--- config.mk ---
export PLATFORM = sky130hd
export DESIGN_NAME = core_resp_merge
export DESIGN_NICKNAME = d
export VERILOG_FILES = /design/src/hw/cluster_intc_pkg.sv /design/src/hw/core_resp_merge.sv
export VERILOG_INCLUDE_DIRS = /design/src /design/src/hw
export SDC_FILE = /design/constraint.sdc
export NUM_CORES = 1
export LEC_CHECK = 0
export BUFFER_PORTS_ARGS = -buffer_cell sky130_fd_sc_hd__clkbuf_2
export CORE_AREA = 5 5 269 271
export CTS_CLUSTER_SIZE = 12
export DETAILED_ROUTE_END_ITERATION = 6
export DIE_AREA = 0 0 274 276
export MAX_ROUTING_LAYER = met4
export PLACE_DENSITY = 0.3
export SLEW_MARGIN = 40
export SYNTH_ARGS = -nofsm -noshare
export SYNTH_HDL_FRONTEND = slang
export SYNTH_SLANG_ARGS = --single-unit
export TNS_END_PERCENT = 30
--- constraint.sdc ---
create_clock -name clk_i -period 1.5 [get_ports clk_i]
set_input_delay 0.225 -clock clk_i [delete_from_list [all_inputs] [get_ports clk_i]]
set_output_delay 0.225 -clock clk_i [all_outputs]
set_load 0.005 [all_outputs]
--- src/hw/cluster_intc_defines.svh ---
/*
 * cluster interconnect sizes and address map
 * core, bank and slave counts, word widths and the region windows
 */

`ifndef CLUSTER_INTC_DEFINES_SVH
`define CLUSTER_INTC_DEFINES_SVH

// requesters and targets
`define NB_CORES        4
`define NB_TCDM_BANKS   4
`define NB_SPERIPHS     4

// word and address widths
`define DATA_WIDTH      32
`define ADDR_WIDTH      32
`define BE_WIDTH        (`DATA_WIDTH / 8)
`define BANK_WORDS      256

// address map
`define CLUSTER_BASE    32'h1000_0000
`define PERIPH_OFFS     32'h0020_0000
`define PE_ROUTING_LSB  10
`define PERIPH_SPAN     (`NB_SPERIPHS * 1024)
`define TCDM_SPAN       (`NB_TCDM_BANKS * `BANK_WORDS * 4)

// derived index widths
`define BANK_IDX_W      $clog2(`NB_TCDM_BANKS)
`define WORD_IDX_W      $clog2(`BANK_WORDS)
`define SLAVE_IDX_W     $clog2(`NB_SPERIPHS)
`define CORE_ID_W       $clog2(`NB_CORES)

`endif

--- src/hw/cluster_intc_pkg.sv ---
/*
 * cluster interconnect types
 * request, response and decode structs, target and opcode enums
 */

`default_nettype none

`include "cluster_intc_defines.svh"

package cluster_intc_pkg;

  typedef enum logic [1:0] {
    TGT_TCDM,
    TGT_PERIPH,
    TGT_NONE
  } target_e;

  typedef enum logic {
    OP_READ,
    OP_WRITE
  } op_e;

  // core side, plain req/gnt levels with an r_valid pulse
  typedef struct packed {
    logic                    req;
    op_e                     op;
    logic [`ADDR_WIDTH-1:0]  addr;
    logic [`DATA_WIDTH-1:0]  wdata;
    logic [`BE_WIDTH-1:0]    be;
  } core_req_t;

  typedef struct packed {
    logic                    gnt;
    logic                    r_valid;
    logic [`DATA_WIDTH-1:0]  r_rdata;
    logic                    r_err;
  } core_rsp_t;

  typedef struct packed {
    logic                    req;
    op_e                     op;
    logic [`WORD_IDX_W-1:0]  word;
    logic [`DATA_WIDTH-1:0]  wdata;
    logic [`BE_WIDTH-1:0]    be;
  } bank_req_t;

  // peripheral side carries the issuing core as id
  typedef struct packed {
    logic                    req;
    op_e                     op;
    logic [`ADDR_WIDTH-1:0]  addr;
    logic [`DATA_WIDTH-1:0]  wdata;
    logic [`BE_WIDTH-1:0]    be;
    logic [`CORE_ID_W-1:0]   id;
  } periph_req_t;

  typedef struct packed {
    logic                    gnt;
    logic                    r_valid;
    logic [`DATA_WIDTH-1:0]  r_rdata;
    logic [`CORE_ID_W-1:0]   r_id;
  } periph_rsp_t;

  typedef struct packed {
    logic                    valid;
    target_e                 tgt;
    logic [`BANK_IDX_W-1:0]  bank;
    logic [`WORD_IDX_W-1:0]  word;
    logic [`SLAVE_IDX_W-1:0] slave;
  } decode_t;

endpackage

`default_nettype wire

--- src/hw/core_resp_merge.sv ---
/*
 * core response merge
 * combines bank and peripheral grants per core and returns the bank
 * response one cycle after its grant
 */

`default_nettype none

`include "cluster_intc_defines.svh"

module core_resp_merge import cluster_intc_pkg::*; (
  input  logic                   clk_i,
  input  logic                   rst_i,
  input  logic [`NB_CORES-1:0]   winner_i     [`NB_TCDM_BANKS],
  input  logic [`DATA_WIDTH-1:0] bank_rdata_i [`NB_TCDM_BANKS],
  input  logic [`NB_CORES-1:0]   p_gnt_i,
  input  logic [`NB_CORES-1:0]   p_rvalid_i,
  input  logic [`NB_CORES-1:0]   p_err_i,
  input  logic [`DATA_WIDTH-1:0] p_rdata_i    [`NB_CORES],
  input  core_req_t              core_req_i   [`NB_CORES],
  output core_rsp_t              core_rsp_o   [`NB_CORES]
);

  logic [`NB_CORES-1:0]   tcdm_gnt;
  logic [`NB_CORES-1:0]   tv_q;
  logic [`NB_CORES-1:0]   rd_q;
  logic [`BANK_IDX_W-1:0] gnt_bank [`NB_CORES];
  logic [`BANK_IDX_W-1:0] bank_q   [`NB_CORES];

  // a core wins at most one bank per cycle
  always_comb begin
    for (int c = 0; c < `NB_CORES; c++) begin
      tcdm_gnt[c] = 1'b0;
      gnt_bank[c] = '0;
      for (int b = 0; b < `NB_TCDM_BANKS; b++) begin
        if (winner_i[b][c]) begin
          tcdm_gnt[c] = 1'b1;
          gnt_bank[c] = `BANK_IDX_W'(b);
        end
      end
    end
  end

  always_ff @(posedge clk_i) begin
    if (rst_i) begin
      tv_q <= '0;
    end else begin
      tv_q <= tcdm_gnt;
    end
  end

  // bank select and read flag of the access in flight
  always_ff @(posedge clk_i) begin
    for (int c = 0; c < `NB_CORES; c++) begin
      bank_q[c] <= gnt_bank[c];
      rd_q[c]   <= (core_req_i[c].op == OP_READ);
    end
  end

  always_comb begin
    for (int c = 0; c < `NB_CORES; c++) begin
      core_rsp_o[c].gnt     = tcdm_gnt[c] | p_gnt_i[c];
      core_rsp_o[c].r_valid = tv_q[c] | p_rvalid_i[c];
      core_rsp_o[c].r_err   = p_err_i[c];
      if (tv_q[c]) begin
        // writes return zero
        core_rsp_o[c].r_rdata = rd_q[c] ? bank_rdata_i[bank_q[c]] : '0;
      end else begin
        core_rsp_o[c].r_rdata = p_rdata_i[c];
      end
    end
  end

endmodule

`default_nettype wire

=== Yosys cells after proc, flatten, opt, wreduce, memory -nomap -nowiden ===
Memories as Yosys holds them, arrays and structs flattened.
Index checks and enable logic that the tools add are counted.

* Magnitude comparators: 4
* Multiplexer cells: 48
* Bitwise logic cells: 16

{| class="wikitable"
|+ Operators by type and width
! cell !! count
|-
| 2-to-1 mux 32 bit || 16
|-
| binary-select mux 32 bit (select 2 bit) || 4
|-
| 2-to-1 mux 1 bit || 20
|-
| 2-to-1 mux 2 bit || 8
|-
| greater-or-equal comparator 3 bit (second input constant) || 4
|-
| NOT 2 -> 3 bit || 4
|-
| OR 1 bit || 8
|-
| NOT 1 bit || 4
|}

* Flip-flop bits (word level): 8
* Bits in writable memories: 8
* Bits of input ports: 566
* Output and inout port bits: 140
* Logic and storage cells: 71
* Memories kept: 1

{| class="wikitable"
|+ Memories
! name !! words !! bits a word !! read ports !! clocked after Yosys merged registers in !! write ports !! RTL line !! source
|-
| bank_q || 4 || 2 || 4 || 0 || 4 || core_resp_merge.sv:28 || <nowiki>logic [`BANK_IDX_W-1:0] bank_q [`NB_CORES];</nowiki>
|}

=== Logic depth before layout (Yosys ltp) ===
An unclocked memory read counts as a cell.

* Word-level depth: 7
* Depth in mapped cells: 4
* Depth with buffers taken out: 2

=== Least setup slack after synthesis ===
Ideal clock, no wire load.

* Kind: register -> output
* Start point: memory bank_q[0][1] (netlist bit)
* End point: output core_rsp_o[118] (netlist bit)
* Data arrival time: 1,000 ps
* Required time: 1,275 ps
* Setup slack: 275 ps
* Cell stages (with the launch flop): 5
* Buffers on the path: 2
* Cell sequence: dfxtp_1 > buf_4 > buf_4 > mux2i_1 > o221ai_2

{| class="wikitable"
|+ RTL lines
! item !! RTL line !! source
|-
| start, declared || core_resp_merge.sv:28 ||
|-
| end, declared || core_resp_merge.sv:21 || <nowiki>output core_rsp_t core_rsp_o [`NB_CORES]</nowiki>
|}

==> metrics.cfg <==
[cells_and_area]
finalNonFillerCells = 2059
final_net_count = 1683
layout-drive-gt1-share = 0.6201
commonest_cells_after_routing_fill_and_taps_aside = sky130_fd_sc_hd__clkbuf_2 (397), sky130_fd_sc_hd__mux2i_1 (203), sky130_fd_sc_hd__nand2b_1 (132)
fillers = 7952
synthToLayoutAreaGrowth_pct = 100.9
utilization = 0.1595
final-seq-area_um2 = 352.8
multi_input_area_um2 = 5489
most_common_library_cell_in_the_layout_ignoring_fill_and_taps = sky130_fd_sc_hd__clkbuf_2

[setup_path]
path_max_fanout = 21
worst-endpoint-required_ps = 1270
setup.worst_path.class = reg2out
critical_path.startpoint = bank_q[0][0]
start_kind = flip-flop
endpoint_kind = output port
worst_ep_arrival_time_ps = 1580

[floorplanning]
number_of_ports_placed_on_the_die_boundary = 706
die_area_um2 = 75620
core_area_um2 = 69540
die_w_um = 274
rows = 97
starting_density_of_the_core = 0.07938
die-height_um = 276

[power_and_ir_drop]
leakagePower_uw = 0.005556
pwr_density_cell_nw_per_um2 = 399.1
largest_vdd_supply_drop_mv = 0.3534

[clock_network]
clock-root-buffer = sky130_fd_sc_hd__clkbuf_16
number_of_buffers_inserted_during_clock_tree_synthesis = 3
tritoncts = built
hold_fix_buffers_cts = 0
num_clock_sinks = 16
clkSlewWorstSetupHoldPaths_ps = 50
ctsLongestPathBuffers = 2
clock_tree.htree_level_count = 1

[detailed_routing]
finalWirelength_mm = 48.99
detailroute.via_count = 7675
detailedRoute.firstPassIterationCount = 5
remaining_drc_errors = 0
detail_route.wl_per_cell_um = 23.79
drtAntennaViolNets = 0
detailedRoute.firstIterationViolations = 355
vias_per_cell = 3.728

[sta]
rsz0062_at_grt = true
final_min_period_over_clock_period = 1.203
achievable-frequency_mhz = 554.4
worst_slack_ps = -303.8
max_slew_vio_count = 0
worstMarginPinSlew_ps = 523.5
finalSetupTns_ps = -25260
worst_slew_margin_rel = 0.6478
final-hold-violation-count = 0
period_needed_ps = 1804
final-setup-viol-count = 129

[place]
io_buffer_count = 421
dp_cells = 2013
hpwl_mm = 36.56
globalplace.congestion = 0.8636
dpl_worst_slack_ps = -115.4

[yosys]
synth.ff_latch_count = 16
yosysSeqAreaShare = 0.05802
syn_nets = 1202
syn-mean-instance-area_um2 = 8.680
ys_warn_count = 0
ys_types = 17
synth.cell_area_um2 = 5520
synth_cells = 636

[global_route]
grt_max_degree = 29
grt_pass1_vias = 8254
groute.usage.overall = 0.1194
initial_antenna_violation_count = 3
grt_pass1_wl_mm = 64.63
grt-ovfl-total = 0

[worst_hold_path]
min_from = core_req_i[138]
hold_path_class = in2reg

[status]
status = finished, violations left
violated_checks = negative setup slack

[run]
max_capacitance_violation_total = 0

state kept, by name, summed over array words and instances, names as in the netlist:
name    cells
bank_q      8
rd_q        4
tv_q        4
where the power goes:
part / leakage [µW] / switching [µW] / internal (µW)
combinational: 0.00538 / 1720 / 1650
sequential: 0.000136 / 35.2 / 449
clock: 0.0000442 / 175 / 405
total: 0.00556 / 1930 / 2500
cells by family after synthesis:
kind of cell,synth area share
buffers and inverters,0.08341
AOI/OAI and AO/OA,0.2187
and+or+nand+nor,0.1757
muxes,0.4642
DFF,0.05802
cell usage after synthesis:
master / instances / area [µm²]
sky130_fd_sc_hd__nand3_1: 4 / 20.02
sky130_fd_sc_hd__nand2b_1: 132 / 825.8
sky130_fd_sc_hd__nand3b_1: 3 / 22.52
sky130_fd_sc_hd__nor2_1: 4 / 15.01
sky130_fd_sc_hd__clkbuf_1: 21 / 78.83
sky130_fd_sc_hd__buf_2: 14 / 70.07
sky130_fd_sc_hd__o221ai_2: 9 / 135.1
sky130_fd_sc_hd__or2_2: 8 / 50.05
sky130_fd_sc_hd__dfxtp_1: 16 / 320.3
sky130_fd_sc_hd__nand3b_2: 1 / 11.26
sky130_fd_sc_hd__buf_4: 24 / 180.2
sky130_fd_sc_hd__o221ai_1: 119 / 1042
sky130_fd_sc_hd__buf_6: 9 / 101.4
sky130_fd_sc_hd__inv_1: 8 / 30.03
sky130_fd_sc_hd__mux2i_1: 256 / 2562
sky130_fd_sc_hd__a21o_1: 4 / 30.03
sky130_fd_sc_hd__nor4_1: 4 / 25.02
timing repair:
item	CTS	global route
pin swaps	33	20
gates resized for setup	113	108
gates cloned	9	8
setup buffers	19	7
endpoints found under the setup margin	130	130
endpoints found under the hold margin	0	0
through the flow:
step	hold WS (ps)	area, µm²	power (µW)
4_1_cts	109.2	10400	4218
5_1_grt	111.3	11090	4681
2_1_floorplan	281.5	5520	1680
3_5_place_dp	377.0	9356	3264
6_report	114.2	11090	4426
3_3_place_gp	379.2	9356	3276
area by class of cell:
type	instances	share of cell area
repair buffers	544	0.3558
inverters	8	0.002708
clock buffers	4	0.008010
flip-flops and latches	16	0.03181
well taps	940	0.1060
multi-input cells	544	0.4949
diodes	3	0.0006769
worst paths after layout:
path              end  slack [ps]  cells past startpoint
min           rd_q[2]         110                      2
max   core_rsp_o[126]        -300                      5
per-layer routing:
layer	global-route usage	part of all wire	up-vias	wire, µm
met4	0.01125	0.016	0	772
met5	-	0	-	0
met2	0.2045	0.49	371	23760
met3	0.02081	0.062	38	3040
met1	0.1529	0.44	3773	21420
li1	-	-	3493	-
worst max-delay path, cell delays in order (launching register included):
cell,delay [ps]
sky130_fd_sc_hd__dfxtp_1,320
sky130_fd_sc_hd__buf_4,110
sky130_fd_sc_hd__nand3_2,100
sky130_fd_sc_hd__buf_12,200
sky130_fd_sc_hd__o221ai_2,360
sky130_fd_sc_hd__clkbuf_2,180
Note: power is estimated with default switching activity, not from simulation.
