File: src/hw/cluster_intc_defines.svh
/*
 * cluster interconnect sizes and address map
 * core, bank and slave counts, word widths and the region windows
 */

`ifndef CLUSTER_INTC_DEFINES_SVH
`define CLUSTER_INTC_DEFINES_SVH

// requesters and targets
`define NB_CORES        4
`define NB_TCDM_BANKS   4
`define NB_SPERIPHS     4

// word and address widths
`define DATA_WIDTH      32
`define ADDR_WIDTH      32
`define BE_WIDTH        (`DATA_WIDTH / 8)
`define BANK_WORDS      256

// address map
`define CLUSTER_BASE    32'h1000_0000
`define PERIPH_OFFS     32'h0020_0000
`define PE_ROUTING_LSB  10
`define PERIPH_SPAN     (`NB_SPERIPHS * 1024)
`define TCDM_SPAN       (`NB_TCDM_BANKS * `BANK_WORDS * 4)

// derived index widths
`define BANK_IDX_W      $clog2(`NB_TCDM_BANKS)
`define WORD_IDX_W      $clog2(`BANK_WORDS)
`define SLAVE_IDX_W     $clog2(`NB_SPERIPHS)
`define CORE_ID_W       $clog2(`NB_CORES)

`endif

File: src/hw/cluster_intc_pkg.sv
/*
 * cluster interconnect types
 * request, response and decode structs, target and opcode enums
 */

`default_nettype none

`include "cluster_intc_defines.svh"

package cluster_intc_pkg;

  typedef enum logic [1:0] {
    TGT_TCDM,
    TGT_PERIPH,
    TGT_NONE
  } target_e;

  typedef enum logic {
    OP_READ,
    OP_WRITE
  } op_e;

  // core side, plain req/gnt levels with an r_valid pulse
  typedef struct packed {
    logic                    req;
    op_e                     op;
    logic [`ADDR_WIDTH-1:0]  addr;
    logic [`DATA_WIDTH-1:0]  wdata;
    logic [`BE_WIDTH-1:0]    be;
  } core_req_t;

  typedef struct packed {
    logic                    gnt;
    logic                    r_valid;
    logic [`DATA_WIDTH-1:0]  r_rdata;
    logic                    r_err;
  } core_rsp_t;

  typedef struct packed {
    logic                    req;
    op_e                     op;
    logic [`WORD_IDX_W-1:0]  word;
    logic [`DATA_WIDTH-1:0]  wdata;
    logic [`BE_WIDTH-1:0]    be;
  } bank_req_t;

  // peripheral side carries the issuing core as id
  typedef struct packed {
    logic                    req;
    op_e                     op;
    logic [`ADDR_WIDTH-1:0]  addr;
    logic [`DATA_WIDTH-1:0]  wdata;
    logic [`BE_WIDTH-1:0]    be;
    logic [`CORE_ID_W-1:0]   id;
  } periph_req_t;

  typedef struct packed {
    logic                    gnt;
    logic                    r_valid;
    logic [`DATA_WIDTH-1:0]  r_rdata;
    logic [`CORE_ID_W-1:0]   r_id;
  } periph_rsp_t;

  typedef struct packed {
    logic                    valid;
    target_e                 tgt;
    logic [`BANK_IDX_W-1:0]  bank;
    logic [`WORD_IDX_W-1:0]  word;
    logic [`SLAVE_IDX_W-1:0] slave;
  } decode_t;

endpackage

`default_nettype wire

File: src/hw/bank_rr_arbiter.sv
/*
 * per-bank round-robin arbiter
 * picks one core among those addressing this bank and forms the
 * bank request and a one-hot winner vector
 */

`default_nettype none

`include "cluster_intc_defines.svh"

module bank_rr_arbiter import cluster_intc_pkg::*; (
  input  logic                     clk_i,
  input  logic                     rst_i,
  input  core_req_t                core_req_i [`NB_CORES],
  input  decode_t                  dec_i      [`NB_CORES],
  input  logic [`BANK_IDX_W-1:0]   bank_idx_i,
  output bank_req_t                bank_req_o,
  output logic [`NB_CORES-1:0]     winner_o
);

  logic [`NB_CORES-1:0]  cand;
  logic [`CORE_ID_W-1:0] ptr_q;
  logic [`CORE_ID_W-1:0] win_idx;
  logic                  found;

  always_comb begin
    for (int c = 0; c < `NB_CORES; c++) begin
      cand[c] = dec_i[c].valid && (dec_i[c].tgt == TGT_TCDM) &&
                (dec_i[c].bank == bank_idx_i);
    end
  end

  // scan down from the farthest offset so the one nearest the pointer wins
  always_comb begin : pick
    logic [`CORE_ID_W-1:0] idx;
    found   = 1'b0;
    win_idx = ptr_q;
    for (int k = `NB_CORES - 1; k >= 0; k--) begin
      idx = ptr_q + `CORE_ID_W'(k);
      if (cand[idx]) begin
        found   = 1'b1;
        win_idx = idx;
      end
    end
  end

  // pointer moves past the winner, core count is a power of two
  always_ff @(posedge clk_i) begin
    if (rst_i) begin
      ptr_q <= '0;
    end else if (found) begin
      ptr_q <= win_idx + 1'b1;
    end
  end

  always_comb begin
    winner_o = '0;
    if (found) begin
      winner_o[win_idx] = 1'b1;
    end
  end

  always_comb begin
    bank_req_o.req   = found;
    bank_req_o.op    = core_req_i[win_idx].op;
    bank_req_o.word  = dec_i[win_idx].word;
    bank_req_o.wdata = core_req_i[win_idx].wdata;
    bank_req_o.be    = core_req_i[win_idx].be;
  end

endmodule

`default_nettype wire

File: config.mk
export PLATFORM = sky130hd
export DESIGN_NAME = bank_rr_arbiter
export DESIGN_NICKNAME = d
export VERILOG_FILES = /design/src/hw/cluster_intc_pkg.sv /design/src/hw/bank_rr_arbiter.sv
export VERILOG_INCLUDE_DIRS = /design/src /design/src/hw
export SDC_FILE = /design/constraint.sdc
export NUM_CORES = 1
export LEC_CHECK = 0
export BUFFER_PORTS_ARGS = -buffer_cell sky130_fd_sc_hd__buf_2
export CAP_MARGIN = 40
export CORE_AREA = 2 2 154 156
export CTS_BUF_LIST = sky130_fd_sc_hd__clkbuf_4
export CTS_CLUSTER_DIAMETER = 60
export DETAILED_ROUTE_END_ITERATION = 6
export DIE_AREA = 0 0 156 158
export SYNTH_ARGS = -nofsm -noshare
export SYNTH_HDL_FRONTEND = slang
export SYNTH_SLANG_ARGS = --single-unit
File: constraint.sdc
create_clock -name clk_i -period 2.35 [get_ports clk_i]
set_clock_uncertainty 0.15 [all_clocks]
set_input_delay 0.1175 -clock clk_i [delete_from_list [all_inputs] [get_ports clk_i]]
set_output_delay 0.1175 -clock clk_i [all_outputs]
set_load 0.02 [all_outputs]
Word-level counts from Yosys, hierarchy flattened
Index checks and enable logic that the tools add are counted.
W data, S select, Z words.
{"block": "totals", "mem_bits_rw": 0, "latch_bits": 0, "regBits": 2, "mem_bits_ro": 0, "memories": 0, "wordCells": 55}
{"block": "op_classes", "reduce_logical": 13, "n_div": 0, "shifts": 0, "n_addsub": 4, "bitwise_logic": 1, "n_mul": 0, "eq_ne": 4, "muxes": 25, "n_lt_le_gt_ge": 7}
{"cell": "$bmux W70 S2", "n": 1}
{"cell": "$mux W69", "n": 2}
{"cell": "$bmux W15 S2", "n": 1}
{"cell": "$mux W10", "n": 2}
{"cell": "$lt A2 B3 Y1 const B", "n": 5}
{"cell": "$logic_and A1 B1 Y1", "n": 9}
{"cell": "$mux W1", "n": 9}
{"cell": "$bmux W1 S2", "n": 4}
{"cell": "$eq A2 B2 Y1", "n": 4}
{"cell": "$logic_not A2 Y1", "n": 4}
{"cell": "$mux W2", "n": 4}
{"cell": "$add A2 B1 Y2 const B", "n": 2}
{"cell": "$add A2 B2 Y2 const B", "n": 2}
{"cell": "$mux W4", "n": 1}
{"cell": "$ge A3 B3 Y1 const B", "n": 1}
{"cell": "$not A2 Y3", "n": 1}
{"cell": "$demux W1 S2", "n": 1}
{"cell": "$ge A2 B1 Y1 const B", "n": 1}

Longest topological paths before layout
Gate-level depths: netlist (run 1).
{"block": "logic_depth", "depth_word": 14, "ltp_mapped": 9}

Worst setup path after synthesis (run 1)
OpenSTA, ideal clock, no wires.
{"block": "synth_timing", "path_kind": "in2out", "from": "input port dec_i[13] (netlist bit)", "to": "output port bank_req_o[0] (netlist bit)", "required_time_ps": 2082, "path_stages": 9, "arrival_time_ps": 2249, "setup_slack_ps": -166, "cell_sequence": "or3b_1 -> or3_1 -> o2bb2ai_1 -> a222oi_1 -> buf_4 -> buf_12 -> buf_2 -> a21oi_1 -> a22oi_1"}
{"element": "start, declared", "line_no": "bank_rr_arbiter.sv:15", "rtl": "input decode_t dec_i [`NB_CORES],"}
{"element": "end, declared", "line_no": "bank_rr_arbiter.sv:17", "rtl": "output bank_req_t bank_req_o,"}

==> run metrics, run 1 <==
area added between synthesis and finish=165.0%; worst vdd ir=134.7 uV; Max Fclk=366.3 MHz; met2 Usage GRT=0.1384; number of DRC markers in iteration 0=117; CP startpoint kind=input pin; multi-input logic area=between 2000 and 2500 um2; post-synthesis cell type with the largest combined area=sky130_fd_sc_hd__mux2i_1; post-route clock period utilization=1.162; proportion of layout cells with a drive suffix above 1=0.7598; Port Buffers=253; post-DP HPWL=8245 um; biggest registers after layout=ptr_q x2; first-pass GRT wire length=around 14,000 um; setup repair after global routing missed its margin=true; Via Count=3,064; worst min-delay path class=reg -> reg; aggregate negative setup slack=-15.49 ns; number of nets still failing antenna checks after routing=0; mapped cell area=1818 um2; clock-pin slew on the worst setup and hold paths=~0.030 ns; dominant cells by area after synthesis=sky130_fd_sc_hd__mux2i_1, sky130_fd_sc_hd__a22oi_1, sky130_fd_sc_hd__nand2b_1, sky130_fd_sc_hd__a21oi_1, sky130_fd_sc_hd__buf_12; Req. time, crit path=2.08 ns; violations in the final reports=negative setup slack; data arrival time of the critical path=around 2.5 ns; Total Power Consumption=1.946 mW; status=finished with violations; distinct cell type count of the synthesized netlist=28; Ports=394; CTS sink cnt=2; max-slew violation total from the final report=0; proportion of synthesized chip area in sequential cells=0.02202; Critical Path End Type=primary output; maximum number of pins on one net before global-route repair=33; Static Leak=2.117 nW; busiest metal layer after global routing=met2; dpl cell area=3827 um2; area of the core=23,050 um2; final count of negative-setup-slack endpoints=~50; GR Util met1=0.08598; placement row count=56; max FFs per register=2; Total Die Area=~25,000 um2; maximum clock insertion buffer count=2; largest reg by FF count=ptr_q; CTS tree=done; fraction of synthesized cell area taken by the top area cell type=0.2478; Die X-Extent=between 150 and 200 um; library cell used as clock root buffer=sky130_fd_sc_hd__clkbuf_4; slew at the pin closest to its max-slew limit=about 0.38 ns; Pwr per Cell Area=403.9 nW/um2; gr usage total=0.07477; number of remaining DRC errors=0; kind of critical path=in -> out; Post-synth EDFFs=0; Clock Latency Late Sink=around 0.22 ns; Post-Syn Nets=597; Gate Count Post-Synth=~250; GR Util met3=0.01697; vias in the first global route=approximately 2.8k; Avg Synthesized Cell Area=around 7 um2; Die Span Y=158 um; relative slew slack=0.7475; max-cap check violation count=0; final weighted congestion in routability-driven placement=~0.65; final-layout worst hold slack=0.4091 ns; Hold Fails Final Rpt=0; routed vias/inst=3.692; dominant synthesized flop cell=sky130_fd_sc_hd__dfxtp_1; initial cell density of the core=0.07886; Layout Cell Area excl Fill=4818 um2; Post-synth ARST share=0; Max H-tree Level=1; net count of the finished layout=roughly 880; smallest setup slack after layout=-0.3798 ns; critical path peak fanout=8; first-pass iteration count of the detailed router=4; final global-route overflow total=0; number of antenna violations at the first check in global routing=8; count of state elements after synthesis=2; combined flip-flop and latch cell area=40.04 um2; post-detailed-routing wire length=approximately 11,000 um; count of filler cells inserted in the layout=2,514; number of clock buffers inserted by TritonCTS=3; shortest period the worst path allows=between 2 and 3 ns; total number of yosys warnings=0; DR WL/cell=13.11 um
[per-stage QoR]
stage / worst slack, ns / cells / util
floorplan: -0.04177 / 253 / -
global placement: -0.6168 / 805 / 0.1660
detailed placement: -0.6825 / 805 / 0.1660
CTS: -0.3700 / 822 / 0.1931
global route: -0.4852 / 828 / 0.2088
finish: -0.3798 / 830 / 0.2090
[kinds of logic after synthesis]
kind of cell    count (synthesis)  share of synthesized area
flops                           2                    0.02202
mux                            45                     0.2478
buf+inv                        30                     0.1163
compound gates                 99                     0.3469
xor+xnor                        9                    0.04336
simple gates                   68                     0.2237
[repair_timing]
item / 4_1_cts / 5_1_grt
resized for setup: 97 / 68
gates cloned: 4 / 1
hold buffers: 1 / 0
endpoints found under the hold margin: 2 / 0
buffers inserted: 11 / 7
pin swaps: 30 / 15
endpoints found under the setup margin: 50 / 50
[critical path: stages]
cell and delay (ns):
sky130_fd_sc_hd__buf_6 0.09, sky130_fd_sc_hd__or3b_4 0.41, sky130_fd_sc_hd__or3_4 0.35, sky130_fd_sc_hd__o2bb2ai_2 0.13
sky130_fd_sc_hd__a222oi_1 0.30, sky130_fd_sc_hd__buf_4 0.18, sky130_fd_sc_hd__buf_8 0.12, sky130_fd_sc_hd__buf_12 0.14
sky130_fd_sc_hd__buf_12 0.13, sky130_fd_sc_hd__mux2i_1 0.24, sky130_fd_sc_hd__a22oi_2 0.11, sky130_fd_sc_hd__buf_6 0.14
[layer usage]
layer  share of wire  up-vias
li1                -     1527
met1            0.39     1358
met2            0.51      161
met3           0.084       12
met4           0.010        6
met5          0.0031        -
[cell usage in the layout, fill, tap and decap left out, types with 2 or more instances in the layout]
cell type                  count
sky130_fd_sc_hd__a211oi_1      2
sky130_fd_sc_hd__a21oi_1      38
sky130_fd_sc_hd__a21oi_2       7
sky130_fd_sc_hd__a22oi_2      45
sky130_fd_sc_hd__buf_12       15
sky130_fd_sc_hd__buf_16        3
sky130_fd_sc_hd__buf_2       211
sky130_fd_sc_hd__buf_4        35
sky130_fd_sc_hd__buf_6        37
sky130_fd_sc_hd__buf_8         5
sky130_fd_sc_hd__clkbuf_4      3
sky130_fd_sc_hd__dfxtp_1       2
sky130_fd_sc_hd__diode_2       3
sky130_fd_sc_hd__inv_1         3
sky130_fd_sc_hd__mux2i_1      19
sky130_fd_sc_hd__mux2i_2      14
sky130_fd_sc_hd__mux2i_4      12
sky130_fd_sc_hd__nand2b_1     40
sky130_fd_sc_hd__nand2b_4      5
sky130_fd_sc_hd__nand4_1       4
sky130_fd_sc_hd__nor2_1        3
sky130_fd_sc_hd__nor2_2        2
sky130_fd_sc_hd__nor3_4        2
sky130_fd_sc_hd__o22ai_1       2
sky130_fd_sc_hd__xnor2_1       6
sky130_fd_sc_hd__xor2_1        2
[report_power, final]
group | switching (mW) | internal [mW]
clock | 0.0196 | 0.0564
combinational | 0.857 | 0.973
sequential | 0.00249 | 0.0374
[cell type report]
| cell class | count | area share |
|---|---|---|
| Antenna cell | 3 | 0.001558 |
| Clock buffer | 3 | 0.004674 |
| Inverter | 3 | 0.002337 |
| Multi-Input combinational cell | 221 | 0.4453 |
| Sequential cell | 2 | 0.008310 |
| Tap cell | 290 | 0.07531 |
| Timing Repair Buffer | 308 | 0.4625 |
[synth_stat cells, drive strengths merged, types with 2 or more instances]
library cell  count
buf              16
nand2             2
nand3             2
a211oi            3
a21oi            46
a22oi            45
inv               3
nor3              3
xor2              2
nor2              5
o22ai             2
dfxtp             2
nor3b             2
mux2i            45
nand2b           45
xnor2             7
and3              2
clkbuf           11
nand4             4
[worst paths after layout]
path              endpoint  slack [ns]       from  cells past startpoint
max reg2reg       ptr_q[1]        0.26   ptr_q[1]                     10
min               ptr_q[0]        0.41   ptr_q[0]                      2
min reg2reg       ptr_q[0]        0.41   ptr_q[0]                      2
max          bank_req_o[3]       -0.38  dec_i[12]                     12
Note: power is estimated with default switching activity, not from simulation.
==> run 2, diff against run 1 <==
--- a/config.mk
+++ b/config.mk
@@ -6,13 +6,14 @@
 export SDC_FILE = /design/constraint.sdc
 export NUM_CORES = 1
 export LEC_CHECK = 0
+export ABC_AREA = 1
 export BUFFER_PORTS_ARGS = -buffer_cell sky130_fd_sc_hd__buf_2
 export CAP_MARGIN = 40
-export CORE_AREA = 2 2 154 156
+export CORE_AREA = 2 2 151 153
 export CTS_BUF_LIST = sky130_fd_sc_hd__clkbuf_4
 export CTS_CLUSTER_DIAMETER = 60
 export DETAILED_ROUTE_END_ITERATION = 6
-export DIE_AREA = 0 0 156 158
+export DIE_AREA = 0 0 153 155
 export SYNTH_ARGS = -nofsm -noshare
 export SYNTH_HDL_FRONTEND = slang
 export SYNTH_SLANG_ARGS = --single-unit
==> run metrics, run 2 <==
status=finished with violations; violations in the final reports=negative setup slack; Die X-Extent=153 um; number of antenna violations at the first check in global routing=3; Via Count=roughly 4.2k; most instantiated cells after synthesis=sky130_fd_sc_hd__nand2_1, sky130_fd_sc_hd__buf_2, sky130_fd_sc_hd__nand3_1, sky130_fd_sc_hd__inv_1, sky130_fd_sc_hd__nor2_1; switching power total=~3.9 mW; number of DRC markers in iteration 0=roughly 240; part of the total power dissipated in sequential elements=0.008; data arrival time of the critical path=2.30 ns; aggregate negative setup slack=-7.106 ns; setup repair after global routing missed its margin=true; slowest cell delay on critical path=0.33 ns; slew at the pin closest to its max-slew limit=0.3566 ns; max-slew violation total from the final report=0; area added between synthesis and finish=131.9%; commonest non-fill, non-tap cell in the layout=sky130_fd_sc_hd__nand2_1; post-route clock period utilization=1.092; max-cap check violation count=0; Hold Fails Final Rpt=0; kind of critical path=reg -> out; slack of the worst reg-to-reg path=about 0.3 ns; Static Leak=3.107 nW; number of cells after detailed placement=1,070; worst vdd ir=627.6 uV; master of the slowest instance on the critical path=sky130_fd_sc_hd__dfxtp_2; CTS sink cnt=2; worst min-delay path class=reg -> reg; area of the core=22,230 um2; post-DP HPWL=9156 um; count of state elements after synthesis=2; Die Span Y=155 um; maximum clock insertion buffer count=2; Post-Route Utilization=0.2339; Total Power Consumption=7.361 mW; Switching Fraction=0.5259; final global-route overflow total=0; busiest metal layer after global routing=met2; most used cells in the layout excluding fill and tap cells=sky130_fd_sc_hd__nand2_1, sky130_fd_sc_hd__buf_2, sky130_fd_sc_hd__nand2_2, sky130_fd_sc_hd__buf_6, sky130_fd_sc_hd__buf_4; relative slew slack=0.7605; final count of negative-setup-slack endpoints=46; largest reg by FF count=ptr_q; GR Util met1=0.1228; CP startpoint kind=register; max FFs per register=2; dpl cell area=3974 um2; vias in the first global route=roughly 3.9k; met2 Usage GRT=0.1879; number of nets still failing antenna checks after routing=0; Avg Synthesized Cell Area=between 4 and 5 um2; startpoint of the most critical register-to-register path=ptr_q[0]; mapped cell area=approximately 2200 um2; first-pass GRT wire length=19,060 um; cell depth of the worst flop-to-flop path=16; fraction of synthesized cell area taken by the top area cell type=0.7450; CTS tree=done; Total Die Area=23,720 um2; Power Internal=around 3.5 mW; net count of the finished layout=1,160; Gate Count Post-Synth=537; final-layout worst hold slack=roughly 0.46 ns; Layout Cell Area excl Fill=5200 um2; post-synthesis cell type with the largest combined area=sky130_fd_sc_hd__nand2_1; final weighted congestion in routability-driven placement=approximately 0.76; Ports=between 300 and 400; post-route insts no fill=1,102; total number of yosys warnings=0; Worst setup endpoint=bank_req_o[0]; Clock Latency Late Sink=0.22 ns; smallest setup slack after layout=-0.2161 ns; proportion of synthesized chip area in sequential cells=0.01786; distinct cell type count of the synthesized netlist=23; number of clock buffers inserted by TritonCTS=3; stages on the worst setup path=18; portion of total power attributed to the clock network=0.010; sequence of cells on the critical path=buf_6, xnor2_4, inv_2, nand2_2, nand2_2, inv_2, nand2_1, nand3_1, nand2_2, nand2_8, buf_12, buf_16, buf_12, nand2_1, nand2_1, nand2_1, nand2_1, buf_6; DR WL/cell=12.99 um; Post-synth ARST share=0; dominant synthesized flop cell=sky130_fd_sc_hd__dfxtp_1; Port Buffers=253; routed vias/inst=3.770; part of the total power dissipated in combinational logic=0.982; Pwr per Cell Area=1416 nW/um2; first-pass iteration count of the detailed router=4; Req. time, crit path=between 2 and 2.5 ns; cell family with most CP delay=buffers and inverters; critical path peak fanout=6; GR Util met3=0.01448; gr usage total=0.09916; Post-synth EDFFs=0; most frequent cell after synthesis=sky130_fd_sc_hd__nand2_1; clock-pin slew on the worst setup and hold paths=0.03 ns; initial cell density of the core=0.1009; number of remaining DRC errors=0; post-detailed-routing wire length=14,310 um; Max Fclk=389.7 MHz; worst flop-to-flop path endpoint=ptr_q[1]; Post-Syn Nets=approximately 900; most frequent CP cell=sky130_fd_sc_hd__nand2_1; dominant cells by area after synthesis=sky130_fd_sc_hd__nand2_1, sky130_fd_sc_hd__buf_6, sky130_fd_sc_hd__buf_2, sky130_fd_sc_hd__nand3_1, sky130_fd_sc_hd__dfxtp_1; Max H-tree Level=1; shortest period the worst path allows=~2.6 ns; proportion of layout cells with a drive suffix above 1=0.5209; biggest registers after layout=ptr_q x2; maximum number of pins on one net before global-route repair=39; placement row count=55; worst setup path start=ptr_q[0]; library cell used as clock root buffer=sky130_fd_sc_hd__clkbuf_4; Critical Path End Type=primary output; Setup WS pre-CTS=-0.08544 ns; sum of buffers and inverters on the critical path=7
## run 2: final cells by class
class | instances | area (um2)
fill | 2521 | 17030
timing repair buffer | 305 | 2407
multi-input combinational | 488 | 2293
tap | 285 | 356.6
inverter | 16 | 70.07
sequential | 2 | 42.54
clock buffer | 3 | 22.52
antenna | 3 | 7.507
## run 2: cell families (layout without fill, tap and decap cells)
kind of cell,after synthesis,count (layout),share of synthesized area
flip-flops,2,2,0.01786
buffers and inverters,47,324,0.1233
AND/OR/NAND/NOR,479,479,0.8237
XOR/XNOR,6,6,0.02679
other,0,3,0
AO/OA/AOI/OAI,3,3,0.008371
## run 2: worst min-delay path by stage
| stage | startpoint | endpoint | slack [ns] | cells past startpoint |
|---|---|---|---|---|
| global route | ptr_q[0] | ptr_q[0] | 0.48 | 3 |
| global placement | rst_i | ptr_q[0] | 0.14 | 2 |
| CTS | rst_i | ptr_q[0] | 0.44 | 3 |
| floorplan | rst_i | ptr_q[0] | 0.04 | 1 |
| detailed placement | rst_i | ptr_q[0] | 0.15 | 2 |
| finish | ptr_q[0] | ptr_q[0] | 0.46 | 3 |
## run 2: what timing repair did
item                                    in CTS  in global routing
hold buffers                                 1                  0
cloned                                       4                  8
buffers inserted                            11                  4
resized for setup                          125                127
endpoints found under the hold margin        2                  0
pin swaps                                   34                 52
endpoints found under the setup margin      48                 50
## run 2: worst min-delay path: cells and delay by family, from the launching register on
family          cells  cell delay, ns
buf+inv             1            0.13
simple gates        1            0.06
flops               1            0.33
compound gates      1            0.06
## run 2: layer usage
metal	wire length (um)	vias to the layer above
met3	790	8
met2	7218	170
met1	6215	1820
met5	0	-
li1	-	2156
met4	90	0
## run 2: power groups by stage
stage / logic (mW) / clock network, mW / registers [mW]
3_3_place_gp: 4.73 / 0 / 0.0497
6_report: 7.23 / 0.0751 / 0.0564
2_1_floorplan: 3.12 / 0 / 0.0486
4_1_cts: 6.27 / 0.0758 / 0.0556
5_1_grt: 7.85 / 0.0794 / 0.0572
3_5_place_dp: 4.75 / 0 / 0.0499
==> run 3, diff against run 2 <==
--- a/config.mk
+++ b/config.mk
@@ -14,6 +14,7 @@
 export CTS_CLUSTER_DIAMETER = 60
 export DETAILED_ROUTE_END_ITERATION = 6
 export DIE_AREA = 0 0 153 155
+export PLACE_DENSITY = 0.41
 export SYNTH_ARGS = -nofsm -noshare
 export SYNTH_HDL_FRONTEND = slang
 export SYNTH_SLANG_ARGS = --single-unit
==> run metrics, run 3 (synthesized netlist as in run 2, its figures left out) <==
status=finished with violations; violations in the final reports=negative setup slack; clock-pin slew on the worst setup and hold paths=0.03 ns; Hold Fails Final Rpt=0; worst flop-to-flop path endpoint=ptr_q[1]; commonest non-fill, non-tap cell in the layout=sky130_fd_sc_hd__nand2_1; number of remaining DRC errors=0; Ports=around 390; Post-Route Utilization=0.2147; kind of critical path=reg -> out; post-DP HPWL=9821 um; slack of the worst reg-to-reg path=0.23 ns; proportion of layout cells with a drive suffix above 1=0.4763; first-pass iteration count of the detailed router=4; biggest registers after layout=ptr_q x2; first-pass GRT wire length=about 19,000 um; largest reg by FF count=ptr_q; worst min-delay path class=in -> reg; Via Count=3,989; Hold EP=ptr_q[0]; max-slew violation total from the final report=0; final-layout worst hold slack=0.4491 ns; Total Power Consumption=6.552 mW; met2 Usage GRT=0.1864; Critical Path End Type=primary output; CTS sink cnt=2; placement row count=55; Total Die Area=23,720 um2; Static Leak=2.933 nW; Max H-tree Level=1; startpoint of the most critical register-to-register path=ptr_q[0]; post-detailed-routing wire length=13,410 um; Req. time, crit path=2.08 ns; GR Util met3=0.01560; Die Span Y=155 um; Port Buffers=253; Pwr per Cell Area=1373 nW/um2; area added between synthesis and finish=112.9%; max-cap check violation count=0; Clock Latency Late Sink=0.23 ns; critical path peak fanout=45; smallest setup slack after layout=-0.1316 ns; slew at the pin closest to its max-slew limit=0.2869 ns; number of nets still failing antenna checks after routing=0; Layout Cell Area excl Fill=4773 um2; Max Fclk=403.0 MHz; dpl cell area=3906 um2; DR WL/cell=12.32 um; net count of the finished layout=between 1k and 1.5k; post-route clock period utilization=1.056; cell depth of the worst flop-to-flop path=16; number of clock buffers inserted by TritonCTS=3; shortest period the worst path allows=2.482 ns; maximum clock insertion buffer count=2; final global-route overflow total=0; library cell used as clock root buffer=sky130_fd_sc_hd__clkbuf_4; worst vdd ir=roughly 480 uV; data arrival time of the critical path=2.21 ns; number of DRC markers in iteration 0=175; setup repair after global routing missed its margin=true; CP startpoint kind=register; relative slew slack=0.8087; most used cells in the layout excluding fill and tap cells=sky130_fd_sc_hd__nand2_1, sky130_fd_sc_hd__buf_2, sky130_fd_sc_hd__nand2_2, sky130_fd_sc_hd__buf_6, sky130_fd_sc_hd__buf_4; area of the core=22,230 um2; busiest metal layer after global routing=met2; CTS tree=done; initial cell density of the core=0.1009; maximum number of pins on one net before global-route repair=46; final weighted congestion in routability-driven placement=around 0.75; Die X-Extent=roughly 150 um; GR Util met1=0.1212; routed vias/inst=3.663; gr usage total=0.09884; hold depth=3; final count of negative-setup-slack endpoints=45; vias in the first global route=about 3.8k; worst setup path start=ptr_q[0]; min-delay src=rst_i; max FFs per register=2; number of antenna violations at the first check in global routing=2
[run 3: stage by stage]
step                      std cells  setup slack (ns)  TNS [ns]
after detailed placement       1066           -0.1398    -3.057
final                          1089           -0.1316    -4.141
after CTS                      1081           -0.1305    -3.807
after floorplan                 537            0.1552         0
after global placement         1066           -0.1330    -2.603
after global routing           1087           -0.2971    -11.96
[run 3: final cells by class]
class	instances	area [um2]
Clock buffer	3	22.52
Fill cell	2619	17450
Antenna cell	2	5.005
Multi-Input combinational cell	488	2182
Inverter	16	81.33
Timing Repair Buffer	293	2081
Tap cell	285	356.6
Sequential cell	2	45.04
[run 3: timing repair]
action / in CTS / in global routing
setup buffers: 9 / 5
hold buffers: 1 / 0
setup endpoints to repair: 48 / 49
pin swaps: 6 / 20
gates resized for setup: 123 / 71
cloned: 2 / 5
hold endpoints to repair: 2 / 0
[run 3: how the worst max path moves through the flow]
stage                     end  cells after the start
6_report       bank_req_o[30]                     13
5_1_grt        bank_req_o[14]                     13
4_1_cts        bank_req_o[20]                     15
3_5_place_dp   bank_req_o[38]                     16
3_3_place_gp   bank_req_o[38]                     15
2_1_floorplan     winner_o[0]                     14
[run 3: worst max-delay path: stages, from the launching register on]
cell and delay, ns:
sky130_fd_sc_hd__dfxtp_4 0.38, sky130_fd_sc_hd__xnor2_4 0.24, sky130_fd_sc_hd__inv_2 0.09, sky130_fd_sc_hd__nand3_2 0.09
sky130_fd_sc_hd__nand2_4 0.06, sky130_fd_sc_hd__o21ai_2 0.12, sky130_fd_sc_hd__nand3_2 0.15, sky130_fd_sc_hd__nand2_8 0.18
sky130_fd_sc_hd__buf_16 0.23, sky130_fd_sc_hd__nand2_1 0.07, sky130_fd_sc_hd__nand2_1 0.07, sky130_fd_sc_hd__nand2_1 0.07
sky130_fd_sc_hd__nand2_1 0.10, sky130_fd_sc_hd__buf_6 0.12
[run 3: metal layers]
layer / vias up / wire length, um
met5: - / 12
met4: 2 / 150
met3: 12 / 874
met2: 174 / 6392
met1: 1678 / 5984
li1: 2123 / -
[run 3: where the power goes]
group / total, mW / internal (mW) / leakage, nW / switching [mW]
Combinational: 6.40 / 2.82 / 2.90 / 3.58
Sequential: 0.0704 / 0.0471 / 0.0175 / 0.0233
Clock: 0.0779 / 0.0565 / 0.0138 / 0.0214
